## src/hw/fdam_consts.svh

```systemverilog
`ifndef FDAM_CONSTS_SVH
`define FDAM_CONSTS_SVH

// ==========================================================================
// field widths
// ==========================================================================

`define FDAM_ADDR_W 16
`define FDAM_DATA_W 32
`define FDAM_QTD_W 16
`define FDAM_QID_W 8

// ==========================================================================
// queue counts
// ==========================================================================

// write channel FDAM_NUM_OUT is the status channel
`define FDAM_NUM_IN 2
`define FDAM_NUM_OUT 2

// register depth of reset, start and done fan-out
`define FDAM_TREE_LEVELS 2

`endif

```

## src/hw/fdam_conf_pkg.sv

```systemverilog
`include "fdam_consts.svh"

package fdam_conf_pkg;

  typedef logic [`FDAM_QID_W-1:0] qid_t;
  typedef logic [`FDAM_ADDR_W-1:0] addr_t;
  typedef logic [`FDAM_QTD_W-1:0] qtd_t;

  // host configuration word, queue id in the top byte
  typedef struct packed {
    qid_t qid;
    addr_t base;
    qtd_t count;
  } conf_word_t;

  // true when the word targets block id
  function automatic logic conf_match(input conf_word_t word, input int id);
    return word.qid == qid_t'(id);
  endfunction

endpackage

```

## src/hw/fdam_stream_pkg.sv

```systemverilog
`include "fdam_consts.svh"

package fdam_stream_pkg;

  typedef logic [`FDAM_DATA_W-1:0] data_t;

  // one write request, address over data
  typedef struct packed {
    fdam_conf_pkg::addr_t addr;
    data_t data;
  } wr_beat_t;

  // completion record posted on the status channel
  typedef struct packed {
    logic done;
    logic [`FDAM_DATA_W-`FDAM_QTD_W-2:0] reserved;
    fdam_conf_pkg::qtd_t total;
  } status_t;

endpackage

```

## src/hw/fdam_acc_user.sv

```systemverilog
`timescale 1ns/1ps
`include "fdam_consts.svh"

module fdam_acc_user
  import fdam_stream_pkg::*;
(
  input  logic                            clk,
  input  logic                            reset,
  input  logic                            start,
  input  logic [`FDAM_NUM_IN-1:0]         acc_user_done_rd_data,
  input  logic [`FDAM_NUM_IN-1:0]         acc_user_available_read,
  output logic [`FDAM_NUM_IN-1:0]         acc_user_request_read,
  input  data_t [`FDAM_NUM_IN-1:0]        acc_user_read_data,
  input  logic [`FDAM_NUM_IN-1:0]         acc_user_read_data_valid,
  input  logic [`FDAM_NUM_OUT-1:0]        acc_user_available_write,
  output logic [`FDAM_NUM_OUT-1:0]        acc_user_request_write,
  output data_t [`FDAM_NUM_OUT-1:0]       acc_user_write_data,
  output logic                            acc_user_done
);

  logic running;
  logic fire;
  logic push;

  // pop both operands together only when both results fit
  assign fire = running && (&acc_user_available_read) && (&acc_user_available_write);
  assign acc_user_request_read = {`FDAM_NUM_IN{fire}};

  // operands land one cycle after the pop
  assign push = &acc_user_read_data_valid;
  assign acc_user_request_write = {`FDAM_NUM_OUT{push}};
  assign acc_user_write_data[0] = acc_user_read_data[0] + acc_user_read_data[1];
  assign acc_user_write_data[1] = acc_user_read_data[0] ^ acc_user_read_data[1];

  always_ff @(posedge clk) begin
    if (reset) begin
      running <= 1'b0;
      acc_user_done <= 1'b0;
    end else if (start) begin
      running <= 1'b1;
      acc_user_done <= 1'b0;
    end else if (running && (&acc_user_done_rd_data) && !push) begin
      acc_user_done <= 1'b1;
    end
  end

endmodule

```

## src/hw/fdam_accelerator.sv

```systemverilog
`timescale 1ns/1ps
`include "fdam_consts.svh"

module fdam_accelerator
  import fdam_conf_pkg::*;
  import fdam_stream_pkg::*;
(
  input  logic                          clk,
  input  logic                          reset,
  input  logic                          start,
  input  logic                          conf_valid,
  input  conf_word_t                    conf,
  input  logic [`FDAM_NUM_IN-1:0]       available_read,
  output logic [`FDAM_NUM_IN-1:0]       request_read,
  output addr_t [`FDAM_NUM_IN-1:0]      request_data,
  input  logic                          read_data_valid,
  input  qid_t                          read_queue_id,
  input  data_t                         read_data,
  input  logic [`FDAM_NUM_OUT:0]        available_write,
  output logic [`FDAM_NUM_OUT:0]        request_write,
  output wr_beat_t [`FDAM_NUM_OUT:0]    write_data,
  input  logic                          write_data_valid,
  input  qid_t                          write_queue_id
);

  // fan-out slots: input queues, output queues, controller, kernel, top
  localparam int DSM_IDX = `FDAM_NUM_IN + `FDAM_NUM_OUT;
  localparam int ACC_IDX = DSM_IDX + 1;
  localparam int TOP_IDX = DSM_IDX + 2;

  logic reset_q [TOP_IDX + 1];
  logic start_q [ACC_IDX + 1];
  logic acc_done_q [`FDAM_NUM_OUT];

  logic conf_valid_q;
  conf_word_t conf_q;
  logic read_data_valid_q;
  qid_t read_queue_id_q;
  data_t read_data_q;
  logic write_data_valid_q;
  qid_t write_queue_id_q;

  logic [`FDAM_NUM_IN-1:0] in_done;
  logic [`FDAM_NUM_IN-1:0] rd_pending;
  logic [`FDAM_NUM_OUT-1:0] out_done;
  logic [`FDAM_NUM_OUT-1:0] wr_pending;
  logic [`FDAM_NUM_IN-1:0] acc_avail_read;
  logic [`FDAM_NUM_IN-1:0] acc_req_read;
  data_t [`FDAM_NUM_IN-1:0] acc_rd_data;
  logic [`FDAM_NUM_IN-1:0] acc_rd_valid;
  logic [`FDAM_NUM_OUT-1:0] acc_avail_write;
  logic [`FDAM_NUM_OUT-1:0] acc_req_write;
  data_t [`FDAM_NUM_OUT-1:0] acc_wr_data;
  logic acc_done;

  // ==========================================================================
  // host input registers
  // ==========================================================================

  always_ff @(posedge clk) begin
    if (reset_q[TOP_IDX]) begin
      conf_valid_q <= 1'b0;
      read_data_valid_q <= 1'b0;
      write_data_valid_q <= 1'b0;
    end else begin
      conf_valid_q <= conf_valid;
      read_data_valid_q <= read_data_valid;
      write_data_valid_q <= write_data_valid;
    end
  end

  always_ff @(posedge clk) begin
    conf_q <= conf;
    read_queue_id_q <= read_queue_id;
    read_data_q <= read_data;
    write_queue_id_q <= write_queue_id;
  end

  fdam_reg_tree #(.payload_t(logic), .OUTS(TOP_IDX + 1)) u_reset_tree (
    .clk (clk),
    .in  (reset),
    .out (reset_q)
  );

  fdam_reg_tree #(.payload_t(logic), .OUTS(ACC_IDX + 1)) u_start_tree (
    .clk (clk),
    .in  (start),
    .out (start_q)
  );

  fdam_reg_tree #(.payload_t(logic), .OUTS(`FDAM_NUM_OUT)) u_done_tree (
    .clk (clk),
    .in  (acc_done),
    .out (acc_done_q)
  );

  // ==========================================================================
  // queues, controller and kernel
  // ==========================================================================

  for (genvar i = 0; i < `FDAM_NUM_IN; i++) begin : g_in_queue
    fdam_input_queue #(.ID_QUEUE(i)) u_input_queue (
      .clk                      (clk),
      .reset                    (reset_q[i]),
      .start                    (start_q[i]),
      .conf_valid               (conf_valid_q),
      .conf                     (conf_q),
      .available_read           (available_read[i]),
      .request_read             (request_read[i]),
      .request_data             (request_data[i]),
      .read_data_valid          (read_data_valid_q),
      .read_queue_id            (read_queue_id_q),
      .read_data                (read_data_q),
      .has_rd_pending           (rd_pending[i]),
      .acc_user_available_read  (acc_avail_read[i]),
      .acc_user_request_read    (acc_req_read[i]),
      .acc_user_read_data       (acc_rd_data[i]),
      .acc_user_read_data_valid (acc_rd_valid[i]),
      .done                     (in_done[i])
    );
  end

  for (genvar i = 0; i < `FDAM_NUM_OUT; i++) begin : g_out_queue
    fdam_output_queue #(.ID_QUEUE(`FDAM_NUM_IN + i)) u_output_queue (
      .clk                      (clk),
      .reset                    (reset_q[`FDAM_NUM_IN + i]),
      .start                    (start_q[`FDAM_NUM_IN + i]),
      .conf_valid               (conf_valid_q),
      .conf                     (conf_q),
      .available_write          (available_write[i]),
      .request_write            (request_write[i]),
      .write_data               (write_data[i]),
      .write_data_valid         (write_data_valid_q),
      .write_queue_id           (write_queue_id_q),
      .has_wr_pending           (wr_pending[i]),
      .acc_user_available_write (acc_avail_write[i]),
      .acc_user_request_write   (acc_req_write[i]),
      .acc_user_write_data      (acc_wr_data[i]),
      .acc_user_done            (acc_done_q[i]),
      .done                     (out_done[i])
    );
  end

  fdam_dsm_controller #(.ID_QUEUE(DSM_IDX)) u_dsm_controller (
    .clk              (clk),
    .reset            (reset_q[DSM_IDX]),
    .start            (start_q[DSM_IDX]),
    .conf_valid       (conf_valid_q),
    .conf             (conf_q),
    .done_rd          (in_done),
    .done_wr          (out_done),
    .has_rd_pending   (rd_pending),
    .has_wr_pending   (wr_pending),
    .done_acc         (acc_done),
    .available_write  (available_write[`FDAM_NUM_OUT]),
    .request_write    (request_write[`FDAM_NUM_OUT]),
    .write_data       (write_data[`FDAM_NUM_OUT]),
    .write_data_valid (write_data_valid_q),
    .write_queue_id   (write_queue_id_q)
  );

  fdam_acc_user u_acc_user (
    .clk                      (clk),
    .reset                    (reset_q[ACC_IDX]),
    .start                    (start_q[ACC_IDX]),
    .acc_user_done_rd_data    (in_done),
    .acc_user_available_read  (acc_avail_read),
    .acc_user_request_read    (acc_req_read),
    .acc_user_read_data       (acc_rd_data),
    .acc_user_read_data_valid (acc_rd_valid),
    .acc_user_available_write (acc_avail_write),
    .acc_user_request_write   (acc_req_write),
    .acc_user_write_data      (acc_wr_data),
    .acc_user_done            (acc_done)
  );

endmodule

```

## src/hw/fdam_dsm_controller.sv

```systemverilog
`timescale 1ns/1ps
`include "fdam_consts.svh"

module fdam_dsm_controller
  import fdam_conf_pkg::*;
  import fdam_stream_pkg::*;
#(
  parameter int ID_QUEUE = `FDAM_NUM_IN + `FDAM_NUM_OUT
) (
  input  logic                     clk,
  input  logic                     reset,
  input  logic                     start,
  input  logic                     conf_valid,
  input  conf_word_t               conf,
  input  logic [`FDAM_NUM_IN-1:0]  done_rd,
  input  logic [`FDAM_NUM_OUT-1:0] done_wr,
  input  logic [`FDAM_NUM_IN-1:0]  has_rd_pending,
  input  logic [`FDAM_NUM_OUT-1:0] has_wr_pending,
  input  logic                     done_acc,
  input  logic                     available_write,
  output logic                     request_write,
  output wr_beat_t                 write_data,
  input  logic                     write_data_valid,
  input  qid_t                     write_queue_id
);

  typedef enum logic [1:0] {ST_IDLE, ST_RUN, ST_POST, ST_WAIT_ACK} state_t;

  state_t state;
  addr_t status_addr_q;
  qtd_t total_q;
  status_t status;
  logic result_ack;
  logic all_done;

  // acks from the output queue id range
  assign result_ack = write_data_valid &&
                      (write_queue_id >= qid_t'(`FDAM_NUM_IN)) &&
                      (write_queue_id < qid_t'(`FDAM_NUM_IN + `FDAM_NUM_OUT));
  assign all_done = done_acc && (&done_rd) && (&done_wr) &&
                    !(|has_rd_pending) && !(|has_wr_pending);

  assign status = '{done: 1'b1, reserved: '0, total: total_q};
  assign request_write = (state == ST_POST) && available_write;
  assign write_data = '{addr: status_addr_q, data: data_t'(status)};

  always_ff @(posedge clk) begin
    if (conf_valid && conf_match(conf, ID_QUEUE)) status_addr_q <= conf.base;
  end

  // ==========================================================================
  // completion FSM
  // ==========================================================================

  always_ff @(posedge clk) begin
    if (reset) begin
      state <= ST_IDLE;
      total_q <= '0;
    end else begin
      case (state)
        ST_IDLE: begin
          if (start) begin
            total_q <= '0;
            state <= ST_RUN;
          end
        end
        ST_RUN: begin
          if (result_ack) total_q <= total_q + 1'b1;
          if (all_done) state <= ST_POST;
        end
        ST_POST: begin
          if (request_write) state <= ST_WAIT_ACK;
        end
        ST_WAIT_ACK: begin
          if (write_data_valid && (write_queue_id == qid_t'(ID_QUEUE))) state <= ST_IDLE;
        end
        default: state <= ST_IDLE;
      endcase
    end
  end

endmodule

```

## src/hw/fdam_input_queue.sv

```systemverilog
`timescale 1ns/1ps
`include "fdam_consts.svh"

module fdam_input_queue
  import fdam_conf_pkg::*;
  import fdam_stream_pkg::*;
#(
  parameter int ID_QUEUE = 0
) (
  input  logic       clk,
  input  logic       reset,
  input  logic       start,
  input  logic       conf_valid,
  input  conf_word_t conf,
  input  logic       available_read,
  output logic       request_read,
  output addr_t      request_data,
  input  logic       read_data_valid,
  input  qid_t       read_queue_id,
  input  data_t      read_data,
  output logic       has_rd_pending,
  output logic       acc_user_available_read,
  input  logic       acc_user_request_read,
  output data_t      acc_user_read_data,
  output logic       acc_user_read_data_valid,
  output logic       done
);

  addr_t base_q;
  qtd_t count_q;
  qtd_t req_cnt;
  qtd_t pop_cnt;
  logic running;
  logic [1:0] inflight;
  logic [1:0] occ;
  logic wr_ptr;
  logic rd_ptr;
  data_t fifo_mem [2];
  logic accept;
  logic pop;

  assign accept = read_data_valid && (read_queue_id == qid_t'(ID_QUEUE));
  assign pop = acc_user_request_read && (occ != 2'd0);

  // outstanding reads never exceed free buffer space
  assign request_read = running && (req_cnt != count_q) && available_read &&
                        (({1'b0, inflight} + {1'b0, occ}) < 3'd2);
  assign request_data = base_q + req_cnt;
  assign has_rd_pending = (inflight != 2'd0);
  assign acc_user_available_read = (occ != 2'd0);

  always_ff @(posedge clk) begin
    if (conf_valid && conf_match(conf, ID_QUEUE)) begin
      base_q <= conf.base;
      count_q <= conf.count;
    end
  end

  always_ff @(posedge clk) begin
    if (accept) fifo_mem[wr_ptr] <= read_data;
    if (pop) acc_user_read_data <= fifo_mem[rd_ptr];
  end

  always_ff @(posedge clk) begin
    if (reset) begin
      running <= 1'b0;
      req_cnt <= '0;
      pop_cnt <= '0;
      inflight <= '0;
      occ <= '0;
      wr_ptr <= 1'b0;
      rd_ptr <= 1'b0;
      acc_user_read_data_valid <= 1'b0;
      done <= 1'b0;
    end else begin
      acc_user_read_data_valid <= pop;
      inflight <= inflight + {1'b0, request_read} - {1'b0, accept};
      occ <= occ + {1'b0, accept} - {1'b0, pop};
      if (accept) wr_ptr <= ~wr_ptr;
      if (pop) rd_ptr <= ~rd_ptr;
      if (start) begin
        running <= 1'b1;
        req_cnt <= '0;
        pop_cnt <= '0;
        done <= 1'b0;
      end else begin
        if (request_read) req_cnt <= req_cnt + 1'b1;
        if (pop) pop_cnt <= pop_cnt + 1'b1;
        // every item handed to the kernel
        if (running && (pop_cnt == count_q)) done <= 1'b1;
      end
    end
  end

endmodule

```

## src/hw/fdam_output_queue.sv

```systemverilog
`timescale 1ns/1ps
`include "fdam_consts.svh"

module fdam_output_queue
  import fdam_conf_pkg::*;
  import fdam_stream_pkg::*;
#(
  parameter int ID_QUEUE = `FDAM_NUM_IN
) (
  input  logic       clk,
  input  logic       reset,
  input  logic       start,
  input  logic       conf_valid,
  input  conf_word_t conf,
  input  logic       available_write,
  output logic       request_write,
  output wr_beat_t   write_data,
  input  logic       write_data_valid,
  input  qid_t       write_queue_id,
  output logic       has_wr_pending,
  output logic       acc_user_available_write,
  input  logic       acc_user_request_write,
  input  data_t      acc_user_write_data,
  input  logic       acc_user_done,
  output logic       done
);

  addr_t base_q;
  qtd_t wr_cnt;
  qtd_t ack_cnt;
  logic [1:0] occ;
  logic [1:0] occ_next;
  logic wr_ptr;
  logic rd_ptr;
  data_t fifo_mem [2];
  logic acc_done_seen;
  logic ack;

  assign ack = write_data_valid && (write_queue_id == qid_t'(ID_QUEUE));
  assign request_write = (occ != 2'd0) && available_write;
  assign write_data = '{addr: base_q + wr_cnt, data: fifo_mem[rd_ptr]};
  assign has_wr_pending = (wr_cnt != ack_cnt);

  // room is judged on next cycle occupancy, the kernel pushes a cycle after it pops
  assign occ_next = occ + {1'b0, acc_user_request_write} - {1'b0, request_write};
  assign acc_user_available_write = (occ_next != 2'd2);

  always_ff @(posedge clk) begin
    if (conf_valid && conf_match(conf, ID_QUEUE)) base_q <= conf.base;
    if (acc_user_request_write) fifo_mem[wr_ptr] <= acc_user_write_data;
  end

  always_ff @(posedge clk) begin
    if (reset) begin
      wr_cnt <= '0;
      ack_cnt <= '0;
      occ <= '0;
      wr_ptr <= 1'b0;
      rd_ptr <= 1'b0;
      acc_done_seen <= 1'b0;
      done <= 1'b0;
    end else begin
      occ <= occ_next;
      if (acc_user_request_write) wr_ptr <= ~wr_ptr;
      if (request_write) rd_ptr <= ~rd_ptr;
      if (start) begin
        wr_cnt <= '0;
        ack_cnt <= '0;
        acc_done_seen <= 1'b0;
        done <= 1'b0;
      end else begin
        if (request_write) wr_cnt <= wr_cnt + 1'b1;
        if (ack) ack_cnt <= ack_cnt + 1'b1;
        if (acc_user_done) acc_done_seen <= 1'b1;
        // drained and every write acknowledged
        if (acc_done_seen && (occ == 2'd0) && !has_wr_pending) done <= 1'b1;
      end
    end
  end

endmodule

```

## src/hw/fdam_reg_tree.sv

```systemverilog
`timescale 1ns/1ps
`include "fdam_consts.svh"

module fdam_reg_tree #(
  parameter type payload_t = logic,
  parameter int OUTS = 2
) (
  input  logic     clk,
  input  payload_t in,
  output payload_t out [OUTS]
);

  localparam int LEVELS = `FDAM_TREE_LEVELS;

  // smallest fan-out per flop that reaches OUTS copies in LEVELS stages
  function automatic int branch_factor();
    int f;
    f = 1;
    while (f ** LEVELS < OUTS) begin
      f = f + 1;
    end
    return f;
  endfunction

  function automatic int copies(input int level);
    int n;
    n = branch_factor() ** level;
    return (n < OUTS) ? n : OUTS;
  endfunction

  payload_t stage_q [LEVELS][OUTS];

  for (genvar l = 0; l < LEVELS; l++) begin : g_level
    for (genvar j = 0; j < copies(l + 1); j++) begin : g_copy
      if (l == 0) begin : g_root
        always_ff @(posedge clk) stage_q[0][j] <= in;
      end else begin : g_branch
        always_ff @(posedge clk) stage_q[l][j] <= stage_q[l-1][j / branch_factor()];
      end
    end
  end

  assign out = stage_q[LEVELS-1];

endmodule

```

## config.mk

```make
export PLATFORM = sky130hd
export DESIGN_NAME = fdam_accelerator
export DESIGN_NICKNAME = d
export VERILOG_FILES = /design/src/hw/fdam_conf_pkg.sv /design/src/hw/fdam_stream_pkg.sv /design/src/hw/fdam_acc_user.sv /design/src/hw/fdam_accelerator.sv /design/src/hw/fdam_dsm_controller.sv /design/src/hw/fdam_input_queue.sv /design/src/hw/fdam_output_queue.sv /design/src/hw/fdam_reg_tree.sv
export VERILOG_INCLUDE_DIRS = /design/src /design/src/hw
export SDC_FILE = /design/constraint.sdc
export NUM_CORES = 1
export LEC_CHECK = 0
export BUFFER_PORTS_ARGS = -buffer_cell sky130_fd_sc_hd__buf_2
export CAP_MARGIN = 20
export CORE_MARGIN = 2
export CORE_UTILIZATION = 50
export CTS_BUF_LIST = sky130_fd_sc_hd__clkbuf_8
export DETAILED_ROUTE_END_ITERATION = 8
export GPL_ROUTABILITY_DRIVEN = 1
export PLACE_DENSITY = 0.69
export SETUP_SLACK_MARGIN = 0.4
export SLEW_MARGIN = 10
export SYNTH_ARGS = -nofsm -noshare
export SYNTH_HDL_FRONTEND = slang
export SYNTH_HIERARCHICAL = 1
export SYNTH_SLANG_ARGS = --single-unit
```

## constraint.sdc

```tcl
create_clock -name clk -period 5.5 [get_ports clk]
set_clock_uncertainty 0.05 [all_clocks]
set_input_delay 0.275 -clock clk [delete_from_list [all_inputs] [get_ports clk]]
set_output_delay 0.275 -clock clk [all_outputs]
set_load 0.01 [all_outputs]
```

== Word-level counts from Yosys, hierarchy flattened ==
Memories as Yosys holds them, arrays and structs flattened. A register that Yosys moved wholly into a read port is not among the register bits.
Index checks and enable logic that the tools add are counted.

* Memories: 7
* Logic and storage cells: 210
* Bits in writable memories: 286
* Input port bits: 99
* Output and inout bits: 181
* Flip-flop bits (word level): 381

* Mux-type cells: 18
* Add/subtract/negate cells: 28
* Bitwise operators: 9
* Eq/ne operators: 24
* Magnitude comparators: 4
* Reduce and logical (&&, ||, !) cells: 68

{| class="wikitable"
|+ Memories
! memory !! depth !! width !! read ports !! clocked after Yosys merged registers in !! write ports !! line !! text
|-
| g_in_queue[0].u_input_queue.fifo_mem || 2 || 32 || 1 || 1 || 1 || fdam_input_queue.sv:38 || <nowiki>data_t fifo_mem [2];</nowiki>
|-
| g_in_queue[1].u_input_queue.fifo_mem || 2 || 32 || 1 || 1 || 1 || fdam_input_queue.sv:38 ||
|-
| g_out_queue[0].u_output_queue.fifo_mem || 2 || 32 || 1 || 1 || 1 || fdam_output_queue.sv:35 || <nowiki>data_t fifo_mem [2];</nowiki>
|-
| g_out_queue[1].u_output_queue.fifo_mem || 2 || 32 || 1 || 1 || 1 || fdam_output_queue.sv:35 ||
|-
| u_reset_tree.stage_q || 2 || 7 || 2 || 0 || 2 || fdam_reg_tree.sv:31 || <nowiki>payload_t stage_q [LEVELS][OUTS];</nowiki>
|-
| u_start_tree.stage_q || 2 || 6 || 2 || 0 || 2 || fdam_reg_tree.sv:31 ||
|-
| +1 memories || n/a || n/a || n/a || n/a || n/a || n/a ||
|}

{| class="wikitable"
|+ Operator list
! cell !! number
|-
| $add 16x1->16 const B || 9
|-
| $add 16x16->16 || 4
|-
| $ne 16x16->1 || 4
|-
| $logic_and 1x1->1 || 37
|-
| $add 32x32->32 || 1
|-
| $eq 16x16->1 || 2
|-
| $eq 8x2->1 const B || 4
|-
| $mux 16 || 2
|-
| $pmux 16 s2 || 1
|-
| $xor 32x32->32 || 1
|-
| $eq 8x1->1 const B || 2
|-
| $eq 8x3->1 const B || 2
|-
| $logic_not 8->1 || 2
|-
| $reduce_bool 2->1 || 7
|-
| $reduce_or 2->1 || 7
|-
| $add 2x1->2 || 6
|-
| $sub 2x1->2 || 6
|-
| $mux 1 || 10
|-
| $reduce_and 2->1 || 5
|-
| $ge 8x2->1 const B || 1
|-
| $lt 8x3->1 const B || 1
|-
| $mux 2 || 4
|-
| $ne 2x1->1 const B || 4
|-
| $not 1->1 || 8
|-
| 10 further kinds || 21
|}

== Depth between registers and ports, before layout ==
* Word-level depth: 8
* Depth in mapped cells: 19
* Depth with buffers taken out: 17

== Cells and area by module ==
Netlist, hierarchy kept.

{| class="wikitable"
|+ By module, submodules not included
! module !! area each (um^2) !! cells an instance !! instances !! seq. area each (um^2)
|-
| fdam_input_queue (g_in_queue[1].u_input_queue) || 7285.7 || 539 || 1 || 4664.5
|-
| fdam_input_queue (g_in_queue[0].u_input_queue) || 7282.0 || 533 || 1 || 4664.5
|-
| fdam_output_queue (g_out_queue[1].u_output_queue) || 5514.0 || 441 || 1 || 3183.1
|-
| fdam_output_queue (g_out_queue[0].u_output_queue) || 5457.7 || 427 || 1 || 3183.1
|-
| fdam_acc_user || 2013.2 || 284 || 1 || 40.0
|-
| fdam_accelerator || 1840.5 || 94 || 1 || 1821.7
|-
| fdam_dsm_controller || 1720.4 || 157 || 1 || 840.8
|-
| fdam_reg_tree (u_reset_tree) || 85.1 || 8 || 1 || 40.0
|-
| fdam_reg_tree (u_start_tree) || 77.6 || 7 || 1 || 40.0
|-
| fdam_reg_tree (u_done_tree) || 47.5 || 3 || 1 || 40.0
|}

== Worst setup path before layout ==
OpenSTA, ideal clock, no wires.

* Kind: register to register
* Start point: reg conf_q[34] in the netlist's numbering
* End point: reg g_in_queue[1].u_input_queue.base_q[0] (enable)
* Stages on the path, launching flop included: 4
* Path buffers: 0
* Setup time: 0.513 ns
* Clock period less this slack: 4.605 ns
* Path slack: 0.895 ns
* Required time: 4.937 ns
* Arrival time: 4.042 ns
* Cell sequence: dfxtp_1 nor4_1 nand3b_1 nor4b_1

* Cells in the longest elaborated chain, start to end: 2

{| class="wikitable"
|+ RTL lines
! element !! line !! text
|-
| start, declared || fdam_accelerator.sv:36 || <nowiki>conf_word_t conf_q;</nowiki>
|-
| start signal, assigned || fdam_accelerator.sv:73 || <nowiki>conf_q <= conf;</nowiki>
|-
| $eq 8x1->1 || fdam_conf_pkg.sv:18 || <nowiki>return word.qid == qid_t'(id);</nowiki>
|-
| $logic_and 1x1->1 || fdam_input_queue.sv:53 || <nowiki>if (conf_valid && conf_match(conf, ID_QUEUE)) begin</nowiki>
|-
| end signal, assigned || fdam_input_queue.sv:54 || <nowiki>base_q <= conf.base;</nowiki>
|-
| end, declared || fdam_input_queue.sv:29 || <nowiki>addr_t base_q;</nowiki>
|}

Every way passes these cells.
A chain may end at the register's enable or synchronous reset.

== Worst setup path after layout ==
* Start point: reg g_out_queue[0].u_output_queue.occ[1]
* End point: reg g_in_queue[1].u_input_queue.occ[1]

* Cells in the longest elaborated chain, start to end: 8
* Elaborated cells between the ends (all ways): 9
* Those cells by class: add/sub (3); eq/ne (1); reduce/logical (5)

{| class="wikitable"
|+ RTL lines
! element !! line !! text
|-
| start, declared || fdam_output_queue.sv:31 || <nowiki>logic [1:0] occ;</nowiki>
|-
| start signal, assigned || fdam_output_queue.sv:63 || <nowiki>occ <= occ_next;</nowiki>
|-
| parallel branches: the longest is 2 deep, another holds $add 2x1->2 || n/a ||
|-
| $sub 2x1->2 * || fdam_output_queue.sv:45 || <nowiki>assign occ_next = occ + {1'b0, acc_user_request_write} - {1'b0, request_write};</nowiki>
|-
| $ne 2x2->1 * || fdam_output_queue.sv:46 || <nowiki>assign acc_user_available_write = (occ_next != 2'd2);</nowiki>
|-
| via acc_avail_write[0] || fdam_accelerator.sv:51 || <nowiki>logic [`FDAM_NUM_OUT-1:0] acc_avail_write;</nowiki>
|-
| $reduce_and 2->1 * || fdam_acc_user.sv:26 || <nowiki>assign fire = running && (&acc_user_available_read) && (&acc_user_available_write);</nowiki>
|-
| $logic_and 1x1->1 * || fdam_acc_user.sv:26 ||
|-
| via acc_req_read[0] || fdam_accelerator.sv:48 || <nowiki>logic [`FDAM_NUM_IN-1:0] acc_req_read;</nowiki>
|-
| $logic_and 1x1->1 * || fdam_input_queue.sv:43 || <nowiki>assign pop = acc_user_request_read && (occ != 2'd0);</nowiki>
|-
| $sub 2x1->2 * || fdam_input_queue.sv:78 || <nowiki>occ <= occ + {1'b0, accept} - {1'b0, pop};</nowiki>
|-
| end signal, assigned || fdam_input_queue.sv:78 ||
|-
| end, declared || fdam_input_queue.sv:35 || <nowiki>logic [1:0] occ;</nowiki>
|}

Mark *: on every way through the listed nets, which the timed path passes.

==> metrics.md <==
| Metric | Value |
|---|---|
| Status | complete, no violations |
| F_max | 0.250 GHz |
| Die width | 254 um |
| Largest net degree at the start of global routing | 53 |
| Final ANT Viol Nets | 0 |
| Clk Latency, worst-skew pair | 0.73 ns |
| Unrepaired setup endpoints after global routing | no |
| Worst hold stages | 4 |
| Final min period | 4.01 ns |
| Area post-placement | 0.0333 mm^2 |
| Async SR Flop Fraction | 0 |
| Die Ht | 254 um |
| DRC | 0 |
| Initial antenna violation count | 2 |
| Largest cells by area after synthesis | edfxtp_1 (41%), dfxtp_1 (18%), ha_1 (4.7%) |
| CTS tree | built |
| First-pass detailed-route iteration total | 8 |
| WL/cell | 19.4 um |
| Root Buffer | clkbuf_8 |
| Setup crit end kind | flip-flop |
| Tightest Pin Transition | 1.07 ns |
| Syn. warnings | 6 |
| Worst Path Required | 6.04 ns |
| Relative slew margins | 0.279 |
| Synth Flop Type | edfxtp_1 |
| Cells on worst reg2reg path | 18 |
| Nets@finish | 3,113 |
| Power Density | 299 mW/mm^2 |
| Area leader, netlist | edfxtp_1 |
| Synthesized area per cell | 12.6 um^2 |
| Total of fill cells in the finished design | 4,870 |
| Mapped cell area | 0.0313 mm^2 |
| Clk slew on worst S/H paths | 0.06 ns |
| Residual overflow from global routing | 0 |
| Final Util | 0.597 |
| FF+latch count, synth | 709 |
| Gr usage total | 0.227 |
| Top Ports | 280 |
| Dpl hpwl | 51.4 mm |
| Fin. max-slew vios | 0 |
| Maximum VDD drop | 0.305 mV |
| Mapped Cells | 2,493 |
| First-pass GRT wire length | 114 mm |
| Post-synthesis sequential area ratio | 0.591 |
| Top-area cell type share of the netlist area | 0.414 |
| Area grow syn2layout | 17.9% |
| Design Power | 11.0 mW |
| Most frequent cells in the layout | edfxtp_1 (432), dfxtp_1 (276), buf_2 (263) |
| Vias in the first global route | 20,800 |
| Crit path DAT | 4.55 ns |
| DR vias/cell | 5.53 |
| Fin area | 0.0369 mm^2 |
| Row count | 91 |
| DRT iter0 DRCs | 1,463 |
| CP Launch Type | flip-flop |
| Worst hold path type | in2reg |
| CTS H-Tree Depth | 3 |
| Post-synthesis cell type count | 104 |
| Fin. Hold Viols | 0 |
| Period utilisation layout | 0.728 |
| Core Region | 0.0618 mm^2 |
| # setup viols final | 0 |
| Number of synthesized flops with an enable pin | 432 |
| IO Port Bufs | 263 |
| Class of the most critical setup path | reg2reg |
| TritonCTS Buffers | 112 |
| Share of layout cells above drive strength 1 | 0.227 |
| Setup TNS | 0 ns |
| Clock Tree Buf Depth | 3 |
| Sink Count | 709 |
| Initial core utilization | 0.507 |
| Final WL | 74.3 mm |
| Vias post-DR | 21,200 |
| Cts repair resizes | 0 |
| Crit-path max FO | 35 |
| Commonest non-fill, non-tap cell in the layout | edfxtp_1 |
| Die ar. | 0.0647 mm^2 |
| Max-Cap Viols | 0 |
| Placer congestion estimate | 0.911 |
| Leakage | 13.9 nW |
## synth_stat cells (8+ instances only)
master and n:
xnor2_1 153, clkbuf_1 40, xor2_1 123, and4_1 14, a31oi_1 13, o21bai_1 8, o211ai_1 13, nor4_1 36
nand3_1 56, buf_2 21, a211oi_1 19, or4_1 14, a21oi_1 120, ha_1 117, nand4_1 61, nor3_1 30
and2_1 13, edfxtp_1 432, nor2_1 193, nand3b_1 8, buf_4 36, o31ai_1 15, o21a_1 16, nand2_1 130
a21o_1 31, or2_2 14, or3_1 31, nor4_2 10, dfxtp_1 277, o21ai_0 51, nor2b_1 21, mux2i_1 13
mux2_2 129, and3_1 24, inv_1 47
## through the flow
stage	std cells	hold WS (ns)	setup WS, ns
2_1_floorplan	2507	0.253	0.895
3_3_place_gp	3512	0.261	1.65
3_5_place_dp	3512	0.264	1.50
4_1_cts	3822	0.0210	1.50
5_1_grt	3828	0.0796	1.23
6_report	3828	0.106	1.49
## worst paths after layout
check / startpoint / endpoint / slack, ns
max: g_out_queue[0].u_output_queue/occ[1] / g_in_queue[1].u_input_queue/occ[1] / 1.49
min: available_write[1] / g_out_queue[1].u_output_queue/wr_cnt[0] / 0.11
max reg2reg: g_out_queue[0].u_output_queue/occ[1] / g_in_queue[1].u_input_queue/occ[1] / 1.49
min reg2reg: u_start_tree/stage_q[0][4] / u_start_tree/stage_q[1][4] / 0.28
## what timing repair did
item                                   in CTS  in global routing
buffers inserted                            0                  0
hold buffers                               96                  0
endpoints found under the hold margin      99                  0
## worst max-delay path, cell delays in order, from the launching register on
cell,delay (ns)
dfxtp_1,0.35
o21ai_1,0.37
inv_2,0.15
ha_1,0.31
inv_1,0.06
ha_1,0.15
xor2_1,0.17
xnor2_1,0.15
or2_2,0.13
nand2_1,0.07
nor2_1,0.16
o21a_2,0.30
buf_4,0.52
ha_1,0.33
inv_1,0.05
ha_1,0.14
xor2_1,0.19
xnor2_1,0.14
nor2_1,0.06
## area by class of cell
type / instances / area [um^2] / area share
antenna: 1 / 2.50 / 0.0000678
clock buffer: 144 / 1980 / 0.0537
multi-input combinational: 1639 / 12100 / 0.329
tap: 837 / 1050 / 0.0284
clock inverter: 70 / 526 / 0.0142
timing repair buffer: 380 / 2530 / 0.0684
inverter: 48 / 180 / 0.00488
sequential: 709 / 18500 / 0.501
## power by group
part           switching, mW  internal [mW]  total, mW
logic                  0.270          0.233      0.504
clock network           2.12           2.67       4.79
registers             0.0762           5.66       5.74
total                   2.46           8.57       11.0
## routing by layer
| layer | part of all wire | GRT usage | vias to the layer above | wire, um |
|---|---|---|---|---|
| li1 | - | - | 10000 | - |
| met1 | 0.42 | 0.288 | 10300 | 31200 |
| met2 | 0.49 | 0.390 | 689 | 36400 |
| met3 | 0.067 | 0.0442 | 115 | 4950 |
| met4 | 0.022 | 0.0748 | 2 | 1660 |
| met5 | 0.00018 | 0 | - | 13 |
## state kept, by name (all words and copies together) (netlist names), 8 cells and up, named ones only
name and cells:
g_in_queue.u_input_queue/pop_cnt 32, g_out_queue.u_output_queue/fifo_mem 128, u_dsm_controller/total_q 16, g_in_queue.u_input_queue/req_cnt 32, g_in_queue.u_input_queue/count_q 32, read_data_q 32, write_queue_id_q 8, read_queue_id_q 8
u_dsm_controller/status_addr_q 16, g_in_queue.u_input_queue/fifo_mem 128, g_in_queue.u_input_queue/base_q 32, conf_q 40, g_out_queue.u_output_queue/wr_cnt 32, g_in_queue.u_input_queue/acc_user_read_data 64, g_out_queue.u_output_queue/ack_cnt 32, g_out_queue.u_output_queue/base_q 32
## cells by family (layout without fill, tap and decap cells)
kind of cell,after synthesis,count (layout),synth area share
AO/OA/AOI/OAI,374,374,0.0814
XOR/XNOR,276,276,0.0772
adder cells (fa/ha/maj),124,124,0.0512
buffers and inverters,159,642,0.0255
flip-flops,709,709,0.591
multiplexers,142,142,0.0505
other,2,17,0.000240
AND/OR/NAND/NOR,707,707,0.123
(Power assumes the default switching activity.)
